$ cat src/rtl/spectrum_pkg.sv
package spectrum_pkg;

    ////////////////////////////////////////////////////////////////////////////
    // Data widths
    ////////////////////////////////////////////////////////////////////////////

    // One FFT bin magnitude
    localparam int SAMPLE_WIDTH = 16;

    // Squared sample plus growth for up to 1024 bins
    localparam int ENERGY_WIDTH = 2 * SAMPLE_WIDTH + 10;

    // Four bits each of red, green and blue
    localparam int COLOR_WIDTH = 12;

    // Cycles from read address to read data
    localparam int READ_LATENCY = 2;

    ////////////////////////////////////////////////////////////////////////////
    // Data types
    ////////////////////////////////////////////////////////////////////////////

    typedef logic [SAMPLE_WIDTH-1:0] sample_t;

    typedef logic [ENERGY_WIDTH-1:0] energy_t;

    // Red in the top nibble, blue in the bottom one
    typedef logic [COLOR_WIDTH-1:0] color_t;

    // Accumulator FSM
    // acc_band_done is the band boundary, where the next band is picked
    typedef enum logic [1:0] {
        acc_idle,
        acc_wait_read,
        acc_accumulate,
        acc_band_done
    } acc_state_e;

endpackage

$ cat src/rtl/band_color_mapper.sv
module band_color_mapper #(
    parameter int NUM_BANDS = 7
) (
    input  logic                                         clock,
    input  logic                                         reset,

    // Band results from the accumulator
    input  logic                                         band_valid,
    input  logic [$clog2(NUM_BANDS)-1:0]                 band_index,
    input  spectrum_pkg::energy_t                        band_energy,
    input  logic                                         frame_done,

    // Packed slots, band 0 in the low bits
    output logic [NUM_BANDS*spectrum_pkg::COLOR_WIDTH-1:0] colors,
    output logic                                         colors_valid
);

    import spectrum_pkg::*;

    // Brightness level of the incoming band
    logic [3:0] level;

    // Heat color for the incoming band
    color_t heat;

    ////////////////////////////////////////////////////////////////////////////
    // Energy to level
    ////////////////////////////////////////////////////////////////////////////

    // Bits in use divided by three, roughly a log scale
    function automatic logic [3:0] energy_level(input energy_t energy);
        int unsigned width_used;
        int unsigned steps;
        width_used = 0;
        // Highest set bit wins
        for (int i = 0; i < ENERGY_WIDTH; i++) begin
            if (energy[i]) begin
                width_used = i + 1;
            end
        end
        steps = width_used / 3;
        // Cap at the top nibble value
        if (steps > 15) begin
            steps = 15;
        end
        return 4'(steps);
    endfunction

    ////////////////////////////////////////////////////////////////////////////
    // Level to color
    ////////////////////////////////////////////////////////////////////////////

    always_comb begin
        level = energy_level(band_energy);
        // Red rises, green falls, a little blue at the top
        heat  = {level, 4'd15 - level, 2'b00, level[3:2]};
    end

    ////////////////////////////////////////////////////////////////////////////
    // Slot storage
    ////////////////////////////////////////////////////////////////////////////

    always_ff @(posedge clock) begin
        if (reset) begin
            colors       <= '0;
            colors_valid <= 1'b0;
        end else begin
            // Slots stay until the next frame rewrites them
            if (band_valid) begin
                colors[band_index*COLOR_WIDTH +: COLOR_WIDTH] <= heat;
            end
            // Last slot is written by the time frame_done arrives
            colors_valid <= frame_done;
        end
    end

endmodule

$ cat config.mk
export PLATFORM = sky130hd
export DESIGN_NAME = band_color_mapper
export DESIGN_NICKNAME = d
export VERILOG_FILES = /design/src/rtl/spectrum_pkg.sv /design/src/rtl/band_color_mapper.sv
export SDC_FILE = /design/constraint.sdc
export NUM_CORES = 1
export LEC_CHECK = 0
export BUFFER_PORTS_ARGS = -buffer_cell sky130_fd_sc_hd__buf_2
export CORE_ASPECT_RATIO = 1.5
export CORE_UTILIZATION = 51
export CTS_BUF_LIST = sky130_fd_sc_hd__clkbuf_4 sky130_fd_sc_hd__clkbuf_8
export CTS_CLUSTER_DIAMETER = 60
export DETAILED_ROUTE_END_ITERATION = 12
export HOLD_SLACK_MARGIN = 0.15
export PLACE_DENSITY = 0.8
export SLEW_MARGIN = 30
export SYNTH_ARGS = -nofsm -noshare
export SYNTH_HDL_FRONTEND = slang
export SYNTH_SLANG_ARGS = --single-unit
export TNS_END_PERCENT = 100
$ cat constraint.sdc
create_clock -name clock -period 18.5 [get_ports clock]
set_input_delay 2.775 -clock clock [delete_from_list [all_inputs] [get_ports clock]]
set_output_delay 2.775 -clock clock [all_outputs]
set_load 0.005 [all_outputs]
* After elaboration in Yosys (flattened, before gate mapping)
Index checks and enable logic that the tools add are counted.
** Word-level totals
- Register bits :: 85
- Bits in latches :: 0
- RAM bits :: 0
- Bits in read-only memories :: 0
- Logic and storage cells :: 53
- Memories :: 0
** Operators by class
- Add/sub/neg operators :: 2
- Multiply operators :: 1
- Div/mod/pow operators :: 1
- Order comparisons :: 1
- Equal/unequal tests :: 0
- Shift operators :: 2
- Muxes and demuxes :: 44
- Bitwise logic cells :: 0
- Reductions and logical operators :: 0
** Operators with widths (count)
- 32-bit 2-to-1 mux :: 41
- 84-bit bitwise mux :: 1
- 12-bit by 34-bit variable shift with 84-bit output, first input constant :: 1
- 12-bit by 34-bit variable part select with 84-bit output :: 1
- 7-bit negator with 34-bit output :: 1
- 32-bit by 2-bit divider with 32-bit output, second input constant :: 1
- 32-bit by 4-bit greater-than comparator with 1-bit output, second input constant :: 1
- 3-bit by 2-bit multiplier with 5-bit output, second input constant :: 1
- 4-bit 2-to-1 mux :: 1
- 4-bit subtractor, first input constant :: 1
- 1-bit 2-to-1 mux :: 1

* Logic depth before layout (Yosys ltp)
- Depth after elaboration :: 48
- Gate-level depth with buffers :: 28
- Mapped depth without buffers :: 25

* Least setup slack after synthesis
Ideal clock, no wire load.
- Path kind :: input to register
- Start :: input band_energy[39]
- End :: register colors[60] (netlist name)
- Library setup time :: 147 ps
- Arrival time :: 8630 ps
- Required time :: 18353 ps
- Path slack :: 9723 ps
- Stages on the path :: 23
- Path buffers :: 3
- Cell sequence :: nor3_1 > nand3_1 > a31oi_1 > inv_1 > ha_1 > clkbuf_1 > nor3_1 > nand2_1 > o21ai_0 > ha_1 > inv_1 > and3_1 > a22o_4 > xnor2_1 > o311a_1 > or4_1 > buf_2 > or4_1 > a221o_1 > or2_1 > buf_6 > a221oi_2 > a21oi_1
** Between the ends
- Longest elaborated chain between the ends :: 9
** Ends and longest elaborated chain
- from (decl) :: line band_color_mapper.sv:10 : input spectrum_pkg::energy_t band_energy,
- 32-bit 2-to-1 mux * (3 in a row) :: line band_color_mapper.sv:37 : if (energy[i]) begin
- 32-bit by 2-bit divider with 32-bit output * :: line band_color_mapper.sv:41 : steps = width_used / 3;
- 32-bit by 4-bit greater-than comparator with 1-bit output :: line band_color_mapper.sv:43 : if (steps > 15) begin
- 4-bit 2-to-1 mux * :: line band_color_mapper.sv:43
- 4-bit subtractor :: line band_color_mapper.sv:56 : heat = {level, 4'd15 - level, 2'b00, level[3:2]};
- 12-bit by 34-bit variable part select with 84-bit output * :: line band_color_mapper.sv:70 : colors[band_index*COLOR_WIDTH +: COLOR_WIDTH] <= heat;
- 84-bit bitwise mux * :: line band_color_mapper.sv:70
- to (signal, indexed assignment) :: line band_color_mapper.sv:70
- to (decl) :: line band_color_mapper.sv:14 : output logic [NUM_BANDS*spectrum_pkg::COLOR_WIDTH-1:0] colors,
Every way passes the cells marked *; elsewhere a longest branch is shown, timed or not.
A chain may end at the register's enable or synchronous reset.

* Worst setup path in the final report
- Start :: input band_energy[31]
- End :: register colors[60] (netlist name)
** Between the ends
- Longest elaborated chain between the ends :: 17
** Ends and longest elaborated chain (line)
- 32-bit 2-to-1 mux * (11 in a row) :: band_color_mapper.sv:37
- 32-bit by 2-bit divider with 32-bit output * :: band_color_mapper.sv:41
- 32-bit by 4-bit greater-than comparator with 1-bit output :: band_color_mapper.sv:43
- 4-bit 2-to-1 mux * :: band_color_mapper.sv:43
- 4-bit subtractor :: band_color_mapper.sv:56
- 12-bit by 34-bit variable part select with 84-bit output * :: band_color_mapper.sv:70
- 84-bit bitwise mux * :: band_color_mapper.sv:70
Marks and branches as above.

==> qor.yml <==
ir_drop_uv: 30.3
grt_pass1_vias: 5641
ys_warn_count: 0
fp-row-count: 46
ys_seq_elements: 85
grt_max_degree: 72
yosysSeqAreaShare: 0.304
cts_buffers: 9
outcome: "finished clean"
p_per_area_nw_per_um2: 67.4
io_pins: 134
synth-edff-count: 0
grt_overflow: 0
wl_per_cell_um: 16.9
met3_usage: 0.0678
wl_mm: 16.8
clkLatencyLatePin_ps: 370
initial_core_util: 0.527
num_vias: 5963
drv_cap: 0
diodes: 0
finalSetupViolCount: 0
gp_congestion: 0.943
critPathSlowestCell: "or4_1"
drt_first_pass_iters: 6
die_h_um: 130
cts.sinks: 85
end_kind: "flip-flop"
cts-htree-levels: 3
synth_area_per_cell_um2: 7.65
route.detailed.drc: 0
critPathMaxStageDelay_ps: 540
clk_pin_slew_ps: 90
synthesis.nets: 798
synth.distinct_cells: 72
cp.required_ps: 18740
cts_tree: "yes"
fmax_mhz: 105
drt_iter0_markers: 542
ctsHoldBuffers: 0
drive_gt1_frac: 0.202
track_usage: 0.300
period_share: 0.516
pre_cts_slack_ps: 8610
async_flop_share: 0
cts_setup_buffers: 0
cts-root-buf: "clkbuf_8"
core_um2: 10600
area.growth.synth_to_final_pct: 17.0
final_cell_area_um2: 6560
hold_path_class: "reg -> reg"
ys.flop_type: "dfxtp_1"
rsz0062_at_grt: "no"
syn_area_um2: 5610
cp.arrival_ps: 9780
dieArea_um2: 11400
final_antenna_net_count: 0
antenna_found_initial: 0
syn_inst: 733
final_cell_mix: "buf_2 (133), nor2_1 (117), dfxtp_1 (85)"
path_max_fanout: 12
via_per_inst: 6.00
met1_usage: 0.310
slew_headroom: 0.419
grt_pass1_wl_mm: 26.7
dpl.hpwl_mm: 12.8
start_kind: "input port"
layout_commonest_cell: "buf_2"
drv_slew: 0
min_period_ps: 9550
busiest_layer: "met2"
clockBufferDepth: 2
grt_use_met2: 0.541
tns_ps: 0
setup_ws_ps: 8950
io_buffers: 133
fin_skew_ps: 0
fin_nets: 911
ctsResizeCount: 0
hold_viol: 0
total_leakage_power_nw: 2.77
placed_area_um2: 6340
die_x_um: 87.6
worstMarginPinSlew_ps: 865
critPathKind: "in -> reg"
synth_stat cells (4+ instances only):
library cell | number | area [µm²]
or4_1 | 6 | 45.0
nor3_1 | 32 | 160
nor2_1 | 117 | 439
clkbuf_1 | 33 | 124
a211oi_1 | 10 | 75.1
a32oi_1 | 4 | 35.0
xnor2_1 | 16 | 140
nor4_1 | 12 | 75.1
ha_1 | 15 | 188
mux2i_1 | 43 | 430
and2_1 | 9 | 56.3
and3_1 | 19 | 119
a22oi_1 | 5 | 37.5
nand2_1 | 54 | 203
o221ai_1 | 4 | 35.0
nor2b_1 | 12 | 75.1
o31ai_1 | 4 | 30.0
inv_1 | 24 | 90.1
a21oi_1 | 48 | 240
o21ai_0 | 41 | 205
a221oi_1 | 4 | 35.0
a31oi_1 | 13 | 81.3
nor3b_1 | 4 | 30.0
o22ai_1 | 9 | 56.3
nand2b_1 | 15 | 93.8
dfxtp_1 | 85 | 1700
nand3_1 | 15 | 75.1
or3_1 | 17 | 106
cell type report:
type,count,area (µm²)
Fill cell,1017,4090
Multi-Input combinational cell,588,3670
Sequential cell,85,1700
Timing Repair Buffer,137,696
Tap cell,144,180
Clock buffer,9,124
Clock inverter,6,96.3
Inverter,25,93.8
registers in the layout, summed over array words and instances (netlist names):
signal	flops
colors	84
colors_valid	1
per-stage QoR:
stage / hold WS [ps] / instances / utilization / power [mW]
floorplan: 448 / 733 / - / 0.263
global placement: 440 / 979 / 0.596 / 0.294
detailed placement: 443 / 979 / 0.596 / 0.295
CTS: 456 / 994 / 0.616 / 0.442
global route: 484 / 994 / 0.616 / 0.461
finish: 454 / 994 / 0.616 / 0.443
worst paths after layout:
check / startpoint / end / slack, ps / depth (start not counted)
setup / recovery: band_energy[31] / colors[60]$_SDFFE_PP0P_ / 8950 / 26
hold / removal: colors[21]$_SDFFE_PP0P_ / colors[21]$_SDFFE_PP0P_ / 450 / 2
setup reg to reg: colors[72]$_SDFFE_PP0P_ / colors[72]$_SDFFE_PP0P_ / 17480 / 3
hold reg to reg: colors[21]$_SDFFE_PP0P_ / colors[21]$_SDFFE_PP0P_ / 450 / 2
worst max-delay path, delay by kind of cell:
family	cells	cell delay, ps
buffers and inverters	4	400
AND/OR/NAND/NOR	12	3650
AO/OA/AOI/OAI	6	1760
XOR/XNOR	1	260
adder cells (fa/ha/maj)	3	920
report_power, final:
| group | switching (mW) | leakage, nW | internal, mW |
|---|---|---|---|
| clock network | 0.0722 | 0.108 | 0.0769 |
| registers | 0.00268 | 0.687 | 0.188 |
| logic | 0.0664 | 1.98 | 0.0363 |
| total | 0.141 | 2.77 | 0.301 |
cells by family (layout without fill, tap and decap cells):
logic type | count (synthesis) | count (layout) | synth area share
AO/OA/AOI/OAI | 175 | 175 | 0.206
buffers and inverters | 60 | 177 | 0.0417
multiplexers | 46 | 46 | 0.0846
AND/OR/NAND/NOR | 332 | 332 | 0.297
flip-flops | 85 | 85 | 0.304
adder cells (fa/ha/maj) | 16 | 16 | 0.0370
XOR/XNOR | 19 | 19 | 0.0297
metal layers:
layer  share of wire  routed length [µm]  vias to the layer above
li1                -                   -                     2880
met1            0.37                6160                     2740
met2            0.51                8610                      275
met3           0.072                1200                       68
met4           0.046                 779                        0
met5               0                   0                        -
Power figures use the tool's default switching activity.
