$ cat config.mk
export PLATFORM = sky130hd
export DESIGN_NAME = band_energy_accumulator
export DESIGN_NICKNAME = d
export VERILOG_FILES = /design/src/rtl/spectrum_pkg.sv /design/src/rtl/band_energy_accumulator.sv
export SDC_FILE = /design/constraint.sdc
export NUM_CORES = 1
export LEC_CHECK = 0
export BUFFER_PORTS_ARGS = -buffer_cell sky130_fd_sc_hd__clkbuf_2
export CAP_MARGIN = 0
export CORE_MARGIN = 5
export CORE_UTILIZATION = 40
export CTS_CLUSTER_DIAMETER = 30
export CTS_CLUSTER_SIZE = 24
export DETAILED_ROUTE_END_ITERATION = 6
export PLACE_DENSITY_LB_ADDON = 0.25
export SLEW_MARGIN = 20
export SYNTH_ARGS = -nofsm -noshare
export SYNTH_HDL_FRONTEND = slang
export SYNTH_SLANG_ARGS = --single-unit
$ cat constraint.sdc
create_clock -name clock -period 17.2 [get_ports clock]
set_input_delay 0.86 -clock clock [delete_from_list [all_inputs] [get_ports clock]]
set_output_delay 0.86 -clock clock [all_outputs]
set_load 0.05 [all_outputs]
$ cat src/rtl/spectrum_pkg.sv
package spectrum_pkg;

    ////////////////////////////////////////////////////////////////////////////
    // Data widths
    ////////////////////////////////////////////////////////////////////////////

    // One FFT bin magnitude
    localparam int SAMPLE_WIDTH = 16;

    // Squared sample plus growth for up to 1024 bins
    localparam int ENERGY_WIDTH = 2 * SAMPLE_WIDTH + 10;

    // Four bits each of red, green and blue
    localparam int COLOR_WIDTH = 12;

    // Cycles from read address to read data
    localparam int READ_LATENCY = 2;

    ////////////////////////////////////////////////////////////////////////////
    // Data types
    ////////////////////////////////////////////////////////////////////////////

    typedef logic [SAMPLE_WIDTH-1:0] sample_t;

    typedef logic [ENERGY_WIDTH-1:0] energy_t;

    // Red in the top nibble, blue in the bottom one
    typedef logic [COLOR_WIDTH-1:0] color_t;

    // Accumulator FSM
    // acc_band_done is the band boundary, where the next band is picked
    typedef enum logic [1:0] {
        acc_idle,
        acc_wait_read,
        acc_accumulate,
        acc_band_done
    } acc_state_e;

endpackage

$ cat src/rtl/band_energy_accumulator.sv
module band_energy_accumulator #(
    parameter int ADDR_WIDTH = 10,
    parameter int NUM_BANDS  = 7
) (
    input  logic                             clock,
    input  logic                             reset,

    // Frame start from the bin buffer
    input  logic                             frame_ready,

    // Band setup, latched per frame
    input  logic [NUM_BANDS*ADDR_WIDTH-1:0]  band_edges,
    input  logic [2:0]                       active_bands,

    // Bin RAM read port
    output logic [ADDR_WIDTH-1:0]            read_addr,
    input  spectrum_pkg::sample_t            read_data,

    // Per band result
    output logic                             band_valid,
    output logic [$clog2(NUM_BANDS)-1:0]     band_index,
    output spectrum_pkg::energy_t            band_energy,

    // Frame end strobe
    output logic                             frame_done
);

    import spectrum_pkg::*;

    localparam int INDEX_WIDTH = $clog2(NUM_BANDS);
    localparam int WAIT_WIDTH  = $clog2(READ_LATENCY + 1);

    localparam logic [INDEX_WIDTH-1:0] LAST_BAND = INDEX_WIDTH'(NUM_BANDS - 1);
    localparam logic [WAIT_WIDTH-1:0]  WAIT_LAST = WAIT_WIDTH'(READ_LATENCY - 1);

    acc_state_e state;

    // Frame setup copies
    logic [NUM_BANDS*ADDR_WIDTH-1:0] edges_q;
    logic [2:0]                      active_q;

    // Band and wait counters
    logic [INDEX_WIDTH-1:0] band_cnt;
    logic [WAIT_WIDTH-1:0]  wait_cnt;

    // Running sum of the current band
    energy_t                     sum;
    energy_t                     sum_next;
    logic [2*SAMPLE_WIDTH-1:0]   square;

    // Current band limits and decisions
    logic [ADDR_WIDTH-1:0] band_end;
    logic [ADDR_WIDTH-1:0] next_addr;
    logic                  band_live;
    logic                  last_band;
    logic                  start_frame;
    logic                  band_skip;
    logic                  band_finish;

    ////////////////////////////////////////////////////////////////////////////
    // Band decode
    ////////////////////////////////////////////////////////////////////////////

    // Exclusive upper edge of the band in progress
    assign band_end  = edges_q[band_cnt*ADDR_WIDTH +: ADDR_WIDTH];
    assign next_addr = read_addr + 1'b1;

    // Active and non-empty, read_addr holds the band start here
    assign band_live = (band_cnt < active_q) && (band_end > read_addr);
    assign last_band = (band_cnt == LAST_BAND);

    assign square   = read_data * read_data;
    assign sum_next = sum + energy_t'(square);

    // FSM events
    assign start_frame = (state == acc_idle) && frame_ready;
    assign band_skip   = (state == acc_band_done) && !band_live;
    assign band_finish = (state == acc_accumulate) && (next_addr == band_end);

    ////////////////////////////////////////////////////////////////////////////
    // Control FSM
    ////////////////////////////////////////////////////////////////////////////

    always_ff @(posedge clock) begin
        if (reset) begin
            state      <= acc_idle;
            read_addr  <= '0;
            band_cnt   <= '0;
            wait_cnt   <= '0;
            band_valid <= 1'b0;
            frame_done <= 1'b0;
        end else begin
            band_valid <= band_skip || band_finish;
            // Frame ends one cycle after the last band report
            frame_done <= band_valid && (band_index == LAST_BAND);
            case (state)
                acc_idle: begin
                    // Busy frames never reach here, so a late frame_ready is dropped
                    if (frame_ready) begin
                        band_cnt  <= '0;
                        read_addr <= '0;
                        state     <= acc_band_done;
                    end
                end
                acc_band_done: begin
                    if (band_live) begin
                        wait_cnt <= '0;
                        state    <= acc_wait_read;
                    end else begin
                        // Empty or inactive band takes a single cycle
                        read_addr <= band_end;
                        if (last_band) begin
                            state <= acc_idle;
                        end else begin
                            band_cnt <= band_cnt + 1'b1;
                        end
                    end
                end
                acc_wait_read: begin
                    if (wait_cnt == WAIT_LAST) begin
                        state <= acc_accumulate;
                    end else begin
                        wait_cnt <= wait_cnt + 1'b1;
                    end
                end
                acc_accumulate: begin
                    read_addr <= next_addr;
                    if (next_addr == band_end) begin
                        if (last_band) begin
                            state <= acc_idle;
                        end else begin
                            band_cnt <= band_cnt + 1'b1;
                            state    <= acc_band_done;
                        end
                    end else begin
                        wait_cnt <= '0;
                        state    <= acc_wait_read;
                    end
                end
                default: state <= acc_idle;
            endcase
        end
    end

    ////////////////////////////////////////////////////////////////////////////
    // Datapath
    ////////////////////////////////////////////////////////////////////////////

    always_ff @(posedge clock) begin
        if (start_frame) begin
            edges_q  <= band_edges;
            active_q <= active_bands;
        end
        // Fresh sum at every band boundary
        if (state == acc_band_done) begin
            sum <= '0;
        end else if (state == acc_accumulate) begin
            sum <= sum_next;
        end
        if (band_skip) begin
            band_energy <= '0;
            band_index  <= band_cnt;
        end else if (band_finish) begin
            band_energy <= sum_next;
            band_index  <= band_cnt;
        end
    end

endmodule

======== Word-level counts from Yosys, hierarchy flattened ========
Index checks and enable logic that the tools add are counted.
operators by class
  shift operators ......................... 1
  multipliers ............................. 2
  equal/unequal tests ..................... 15
  reduce and logical (&&, ||, !) cells .... 15
  order comparisons ....................... 2
  $add $sub $neg .......................... 4
  multiplexer cells ....................... 21
operator list
  cell                                               number
  variable part select 70 x 8 -> 10 bit              1
  adder 42 x 32 -> 42 bit                            1
  multiplier 16 x 16 -> 32 bit                       1
  one-hot mux 10 bit (3 select lines)                1
  two-way mux 10 bit                                 2
  two-way mux 2 bit                                  9
  two-way mux 3 bit                                  6
  != test 2 bit (second input constant)              6
  adder 10 x 1 -> 10 bit (second input constant)     1
  == test 10 bit                                     1
  > comparator 10 bit                                1
  one-hot mux 3 bit (3 select lines)                 1
  one-hot mux 2 bit (4 select lines)                 1
  AND reduction 4 bit                                2
  == test 3 bit (second input constant)              2
  multiplier 3 x 3 -> 6 bit (second input constant)  1
  one-hot mux 2 bit (3 select lines)                 1
  AND reduction 3 bit                                2
  nonzero test 3 bit                                 2
  logical AND 1 bit                                  5
  == test 2 x 1 -> 1 bit (second input constant)     2
  == test 2 bit (second input constant)              2
  adder 3 x 1 -> 3 bit (second input constant)       1
  < comparator 3 bit                                 1
  7 further kinds                                    7
storage, ports and cells
  register bits after elaboration ......... 179
  input bits .............................. 92
  output and inout port bits .............. 57

======== Longest topological paths before layout ========
  depth after elaboration ................. 7
  depth in mapped cells ................... 25
  gate-level depth less buffers ........... 23

======== Worst setup path after synthesis ========
No wires, ideal clock.
  path kind ............................... input to register
  start point ............................. in read_data[4]
  end point ............................... reg band_energy[24]
  cell stages on the path ................. 22
  arrival ................................. 6610 ps
  setup slack ............................. 10462 ps
  library setup time ...................... 128 ps
  path buffers ............................ 3
  data required time ...................... 17072 ps
  cell sequence ........................... clkbuf_1 clkbuf_1 nand2_1 fa_1 fa_1 fa_1 inv_1 fa_1 inv_1 fa_1 inv_1 fa_1 ha_1 clkbuf_1 a21o_1 a21oi_1 or3b_2 o221ai_1 o31ai_1 o41a_1 xnor2_1 o21ai_0
between the ends
  word-level cells in the longest chain between the ends .. 2
RTL lines
  item                          line                            RTL
  start, declared               band_energy_accumulator.sv:17   input spectrum_pkg::sample_t read_data,
  multiplier 16 x 16 -> 32 bit  band_energy_accumulator.sv:72   assign square = read_data * read_data;
  adder 42 x 32 -> 42 bit       band_energy_accumulator.sv:73   assign sum_next = sum + energy_t'(square);
  end signal, assigned          band_energy_accumulator.sv:164  band_energy <= sum_next;
  end, declared                 band_energy_accumulator.sv:22   output spectrum_pkg::energy_t band_energy,
Every way passes these cells.
A chain may end at the register's enable or synchronous reset.

======== Worst setup path in the final report ========
  start point ............................. in read_data[9]
  end point ............................... reg band_energy[32]
Same word-level chain as after synthesis.

==> report_table.html <==
<table>
<tr><th>Metric</th><th>Value</th></tr>
<tr><th colspan="2">Detailed routing</th></tr>
<tr><td>Number of DRC markers after the initial detailed-route iteration</td><td>roughly 600</td></tr>
<tr><td>Detailed-route via count</td><td>11,500</td></tr>
<tr><td>Average detailed-routed wire length per instance</td><td>16.9 um</td></tr>
<tr><td>Routed wire length</td><td>38,700 um</td></tr>
<tr><td>Vias per cell</td><td>5.02</td></tr>
<tr><td>Detailed-routing iteration count for the pre-antenna-repair pass</td><td>5</td></tr>
<tr><td>Post-detailed-route count of antenna-violating nets</td><td>0</td></tr>
<tr><td>Number of design rule violations left after detail routing</td><td>0</td></tr>
<tr><th colspan="2">Clock network</th></tr>
<tr><td>H-tree lvl count</td><td>4</td></tr>
<tr><td>Clock slew seen by the registers of the worst setup and hold paths</td><td>80 ps</td></tr>
<tr><td>Cts hold-fix bufs</td><td>0</td></tr>
<tr><td>Number of buffers added by the clock tree synthesis step</td><td>17</td></tr>
<tr><td>CTS max path bufs</td><td>2</td></tr>
<tr><td>TritonCTS Sinks</td><td>179</td></tr>
<tr><td>CTS tree</td><td>yes</td></tr>
<tr><td>Cell at the root of the clock tree</td><td>sky130_fd_sc_hd__clkbuf_16</td></tr>
<tr><td>Worst skew pair latency</td><td>430 ps</td></tr>
<tr><td>Post_cts resized</td><td>0</td></tr>
<tr><td>Post CTS Setup Buffer Count</td><td>0</td></tr>
<tr><th colspan="2">Timing</th></tr>
<tr><td>Fmax</td><td>145 MHz</td></tr>
<tr><td>Total negative slack for setup checks</td><td>0 ps</td></tr>
<tr><td>Actual transition at the worst max-transition pin</td><td>958 ps</td></tr>
<tr><td>Smallest hold slack</td><td>~460 ps</td></tr>
<tr><td>Number of slew-limit violations in the final report</td><td>0</td></tr>
<tr><td>Final critical-path share of the clock period</td><td>0.400</td></tr>
<tr><td>Headroom to the max-slew limit</td><td>0.360</td></tr>
<tr><td>Number of failing hold endpoints at the final stage</td><td>0</td></tr>
<tr><td>Finish-stage setup viols</td><td>0</td></tr>
<tr><td>Post-Route Skew</td><td>9.97 ps</td></tr>
<tr><td>RSZ-0062 raised after global routing</td><td>no</td></tr>
<tr><td>Minimum clock period after layout</td><td>6880 ps</td></tr>
<tr><th colspan="2">Synthesis</th></tr>
<tr><td>Synthesized netlist net count</td><td>about 2,000</td></tr>
<tr><td>Number of distinct library cell variants in the gate-level netlist after synthesis</td><td>75</td></tr>
<tr><td>Post-Synthesis Cell Area</td><td>16,000 um^2</td></tr>
<tr><td>Cells after synthesis</td><td>1,645</td></tr>
<tr><td>Post-synth EDFFs</td><td>76</td></tr>
<tr><td>Number of warnings reported in the yosys synthesis log</td><td>0</td></tr>
<tr><td>Synth Register Bits</td><td>~180</td></tr>
<tr><td>Post-Syn Area per Cell</td><td>roughly 9.7 um^2</td></tr>
<tr><td>Most used DFF post-synth</td><td>sky130_fd_sc_hd__dfxtp_1</td></tr>
<tr><td>Sequential share of the synthesized area</td><td>0.272</td></tr>
<tr><td>Post-synthesis async set-or-reset flop share</td><td>0</td></tr>
<tr><th colspan="2">Finish</th></tr>
<tr><td>FF+latch area</td><td>4340 um^2</td></tr>
<tr><td>Synth-to-Final Area Change</td><td>10.9%</td></tr>
<tr><td>Final Util</td><td>0.447</td></tr>
<tr><td>Commonest cells after routing, fill and taps aside</td><td>sky130_fd_sc_hd__inv_1 (358), sky130_fd_sc_hd__fa_1 (191), sky130_fd_sc_hd__clkbuf_2 (148)</td></tr>
<tr><td>Commonest non-fill, non-tap cell in the layout</td><td>sky130_fd_sc_hd__inv_1</td></tr>
<tr><td>Nets</td><td>2,165</td></tr>
<tr><td>Area of combinational cells with multiple inputs</td><td>9970 um^2</td></tr>
<tr><td>Filler Cells Inserted</td><td>slightly below 4,000</td></tr>
<tr><td>N_diodes</td><td>0</td></tr>
<tr><td>Fraction of layout instances using a drive strength above 1</td><td>0.128</td></tr>
<tr><th colspan="2">Floorplanning</th></tr>
<tr><td>Floorplan die area</td><td>44,000 um^2</td></tr>
<tr><td>Rows</td><td>73</td></tr>
<tr><td>DIE WIDTH</td><td>roughly 210 um</td></tr>
<tr><td>Core area</td><td>39,600 um^2</td></tr>
<tr><td>Height of the chip</td><td>210 um</td></tr>
<tr><td>Initial Utilization</td><td>0.403</td></tr>
<tr><td>Boundary pin count</td><td>149</td></tr>
<tr><th colspan="2">Worst setup path</th></tr>
<tr><td>Crit Path Category</td><td>input port to flop</td></tr>
<tr><td>Buffers &amp; Inverters on Critical Path</td><td>4</td></tr>
<tr><td>Kind of cell adding the most delay to the critical path</td><td>adder cells</td></tr>
<tr><td>Startpoint class of the critical path</td><td>input port</td></tr>
<tr><td>Most used cell along the critical path</td><td>sky130_fd_sc_hd__fa_1</td></tr>
<tr><td>WP data required</td><td>between 15,000 and 20,000 ps</td></tr>
<tr><td>Kind of end point of the critical path</td><td>flop</td></tr>
<tr><td>Largest incremental delay on the critical path</td><td>580 ps</td></tr>
<tr><td>Cell type of the slowest stage on the worst timing path</td><td>sky130_fd_sc_hd__fa_1</td></tr>
<tr><td>Largest driver fanout on the critical path</td><td>17</td></tr>
<tr><td>Worst Path Arrival</td><td>7160 ps</td></tr>
<tr><td>Critical path, cell by cell</td><td>clkbuf_2 &gt; nand2_1 &gt; fa_1 &gt; fa_1 &gt; fa_1 &gt; fa_1 &gt; inv_1 &gt; fa_1 &gt; inv_1 &gt; fa_1 &gt; inv_1 &gt; ha_1 &gt; a21oi_1 &gt; o21ai_0 &gt; a31o_2 &gt; o21a_1 &gt; o41a_1 &gt; a31oi_1 &gt; nor2_1 &gt; a311oi_1 &gt; o21ai_0</td></tr>
<tr><th colspan="2">Placement</th></tr>
<tr><td>Number of port buffers</td><td>between 100 and 150</td></tr>
<tr><td>Placer congestion estimate</td><td>0.870</td></tr>
<tr><td>Sum of net half-perimeters after detailed placement</td><td>30,800 um</td></tr>
<tr><th colspan="2">Global route</th></tr>
<tr><td>Total gr overflow</td><td>0</td></tr>
<tr><td>Pin count of the biggest net entering global routing</td><td>76</td></tr>
<tr><td>First-pass GRT wire length</td><td>63,800 um</td></tr>
<tr><td>Via count of the first global-routing pass</td><td>12,000</td></tr>
<tr><td>Gr usage total</td><td>0.179</td></tr>
<tr><td>Initial antenna violation count</td><td>0</td></tr>
<tr><th colspan="2">Status</th></tr>
<tr><td>Result of the run</td><td>complete, no violations</td></tr>
<tr><th colspan="2">Worst hold path</th></tr>
<tr><td>Class of the worst hold path</td><td>flop to flop</td></tr>
<tr><th colspan="2">Job</th></tr>
<tr><td>Max-cap violations</td><td>0</td></tr>
</table>
## metrics by stage
| stage | area, um^2 | setup slack [ps] | instances |
|---|---|---|---|
| floorplan | 16000 | 10460 | 1645 |
| global placement | 17100 | 10110 | 2260 |
| detailed placement | 17100 | 10000 | 2260 |
| CTS | 17700 | 10410 | 2292 |
| global route | 17700 | 10010 | 2292 |
| finish | 17700 | 10320 | 2292 |
## flip-flops by register name, summed over array words and instances (netlist names)
| name | flops |
|---|---|
| edges_q | 70 |
| band_energy | 42 |
| sum | 42 |
| read_addr | 10 |
| active_q | 3 |
| band_cnt | 3 |
| band_index | 3 |
| state | 2 |
| wait_cnt | 2 |
| band_valid | 1 |
| frame_done | 1 |
## layer usage
metal | global-route usage | wire (um)
met2 | 0.295 | 18000
met1 | 0.253 | 18100
met5 | 0 | 0
met4 | 0.0349 | 533
met3 | 0.0306 | 2000
## synth_stat cells, types with 8 or more instances
| cell | count | share of area |
|---|---|---|
| sky130_fd_sc_hd__inv_1 | 358 | 0.084 |
| sky130_fd_sc_hd__fa_1 | 191 | 0.24 |
| sky130_fd_sc_hd__nand2_1 | 132 | 0.031 |
| sky130_fd_sc_hd__ha_1 | 128 | 0.10 |
| sky130_fd_sc_hd__dfxtp_1 | 103 | 0.13 |
| sky130_fd_sc_hd__edfxtp_1 | 76 | 0.14 |
| sky130_fd_sc_hd__a21oi_1 | 64 | 0.020 |
| sky130_fd_sc_hd__nor2_1 | 63 | 0.015 |
| sky130_fd_sc_hd__o21ai_0 | 53 | 0.017 |
| sky130_fd_sc_hd__clkbuf_1 | 51 | 0.012 |
| sky130_fd_sc_hd__nand3_1 | 48 | 0.015 |
| sky130_fd_sc_hd__and2_1 | 47 | 0.018 |
| sky130_fd_sc_hd__xnor2_1 | 35 | 0.019 |
| sky130_fd_sc_hd__o2bb2ai_1 | 24 | 0.013 |
| sky130_fd_sc_hd__a21o_1 | 22 | 0.010 |
| sky130_fd_sc_hd__mux2i_1 | 22 | 0.014 |
| sky130_fd_sc_hd__xor2_1 | 20 | 0.011 |
| sky130_fd_sc_hd__o22ai_1 | 15 | 0.0059 |
| sky130_fd_sc_hd__nor2b_1 | 11 | 0.0043 |
| sky130_fd_sc_hd__nor3_1 | 11 | 0.0034 |
| sky130_fd_sc_hd__mux2_2 | 9 | 0.0063 |
| sky130_fd_sc_hd__a221o_1 | 8 | 0.0050 |
| sky130_fd_sc_hd__o21a_1 | 8 | 0.0038 |
| sky130_fd_sc_hd__or2_2 | 8 | 0.0031 |
## worst paths after layout
check	from	endpoint	slack, ps	cells past startpoint
worst max register to register	sum[8]	band_energy[32]	12010	18
worst max-delay path	read_data[9]	band_energy[32]	10320	21
worst min register to register	band_energy[8]	band_energy[8]	460	2
worst min-delay path	band_energy[8]	band_energy[8]	460	2
## worst min-delay path, delay by kind of cell (launching register included)
kind	cells	cell delay, ps
AO/OA/AOI/OAI	1	50
AND/OR/NAND/NOR	1	50
flip-flops	1	310
## area by class of cell
| type | instances | area share |
|---|---|---|
| flip-flops and latches | 179 | 0.245 |
| clock inverters | 14 | 0.00806 |
| well taps | 525 | 0.0371 |
| clock buffers | 18 | 0.0245 |
| multi-input cells | 1040 | 0.563 |
| repair buffers | 157 | 0.0457 |
| inverters | 359 | 0.0761 |
## logic make-up (layout without fill, tap and decap cells)
| logic type | after synthesis | in the layout | share of synthesized area |
|---|---|---|---|
| buffers and inverters | 426 | 548 | 0.104 |
| AND/OR/NAND/NOR | 365 | 365 | 0.112 |
| adder cells (fa/ha/maj) | 319 | 319 | 0.340 |
| AO/OA/AOI/OAI | 259 | 259 | 0.109 |
| flip-flops | 179 | 179 | 0.272 |
| XOR/XNOR | 58 | 58 | 0.0344 |
| multiplexers | 39 | 39 | 0.0288 |
Power is not shown: default switching activity piles up to over one toggle a cycle in this logic, so the estimate is an artifact.
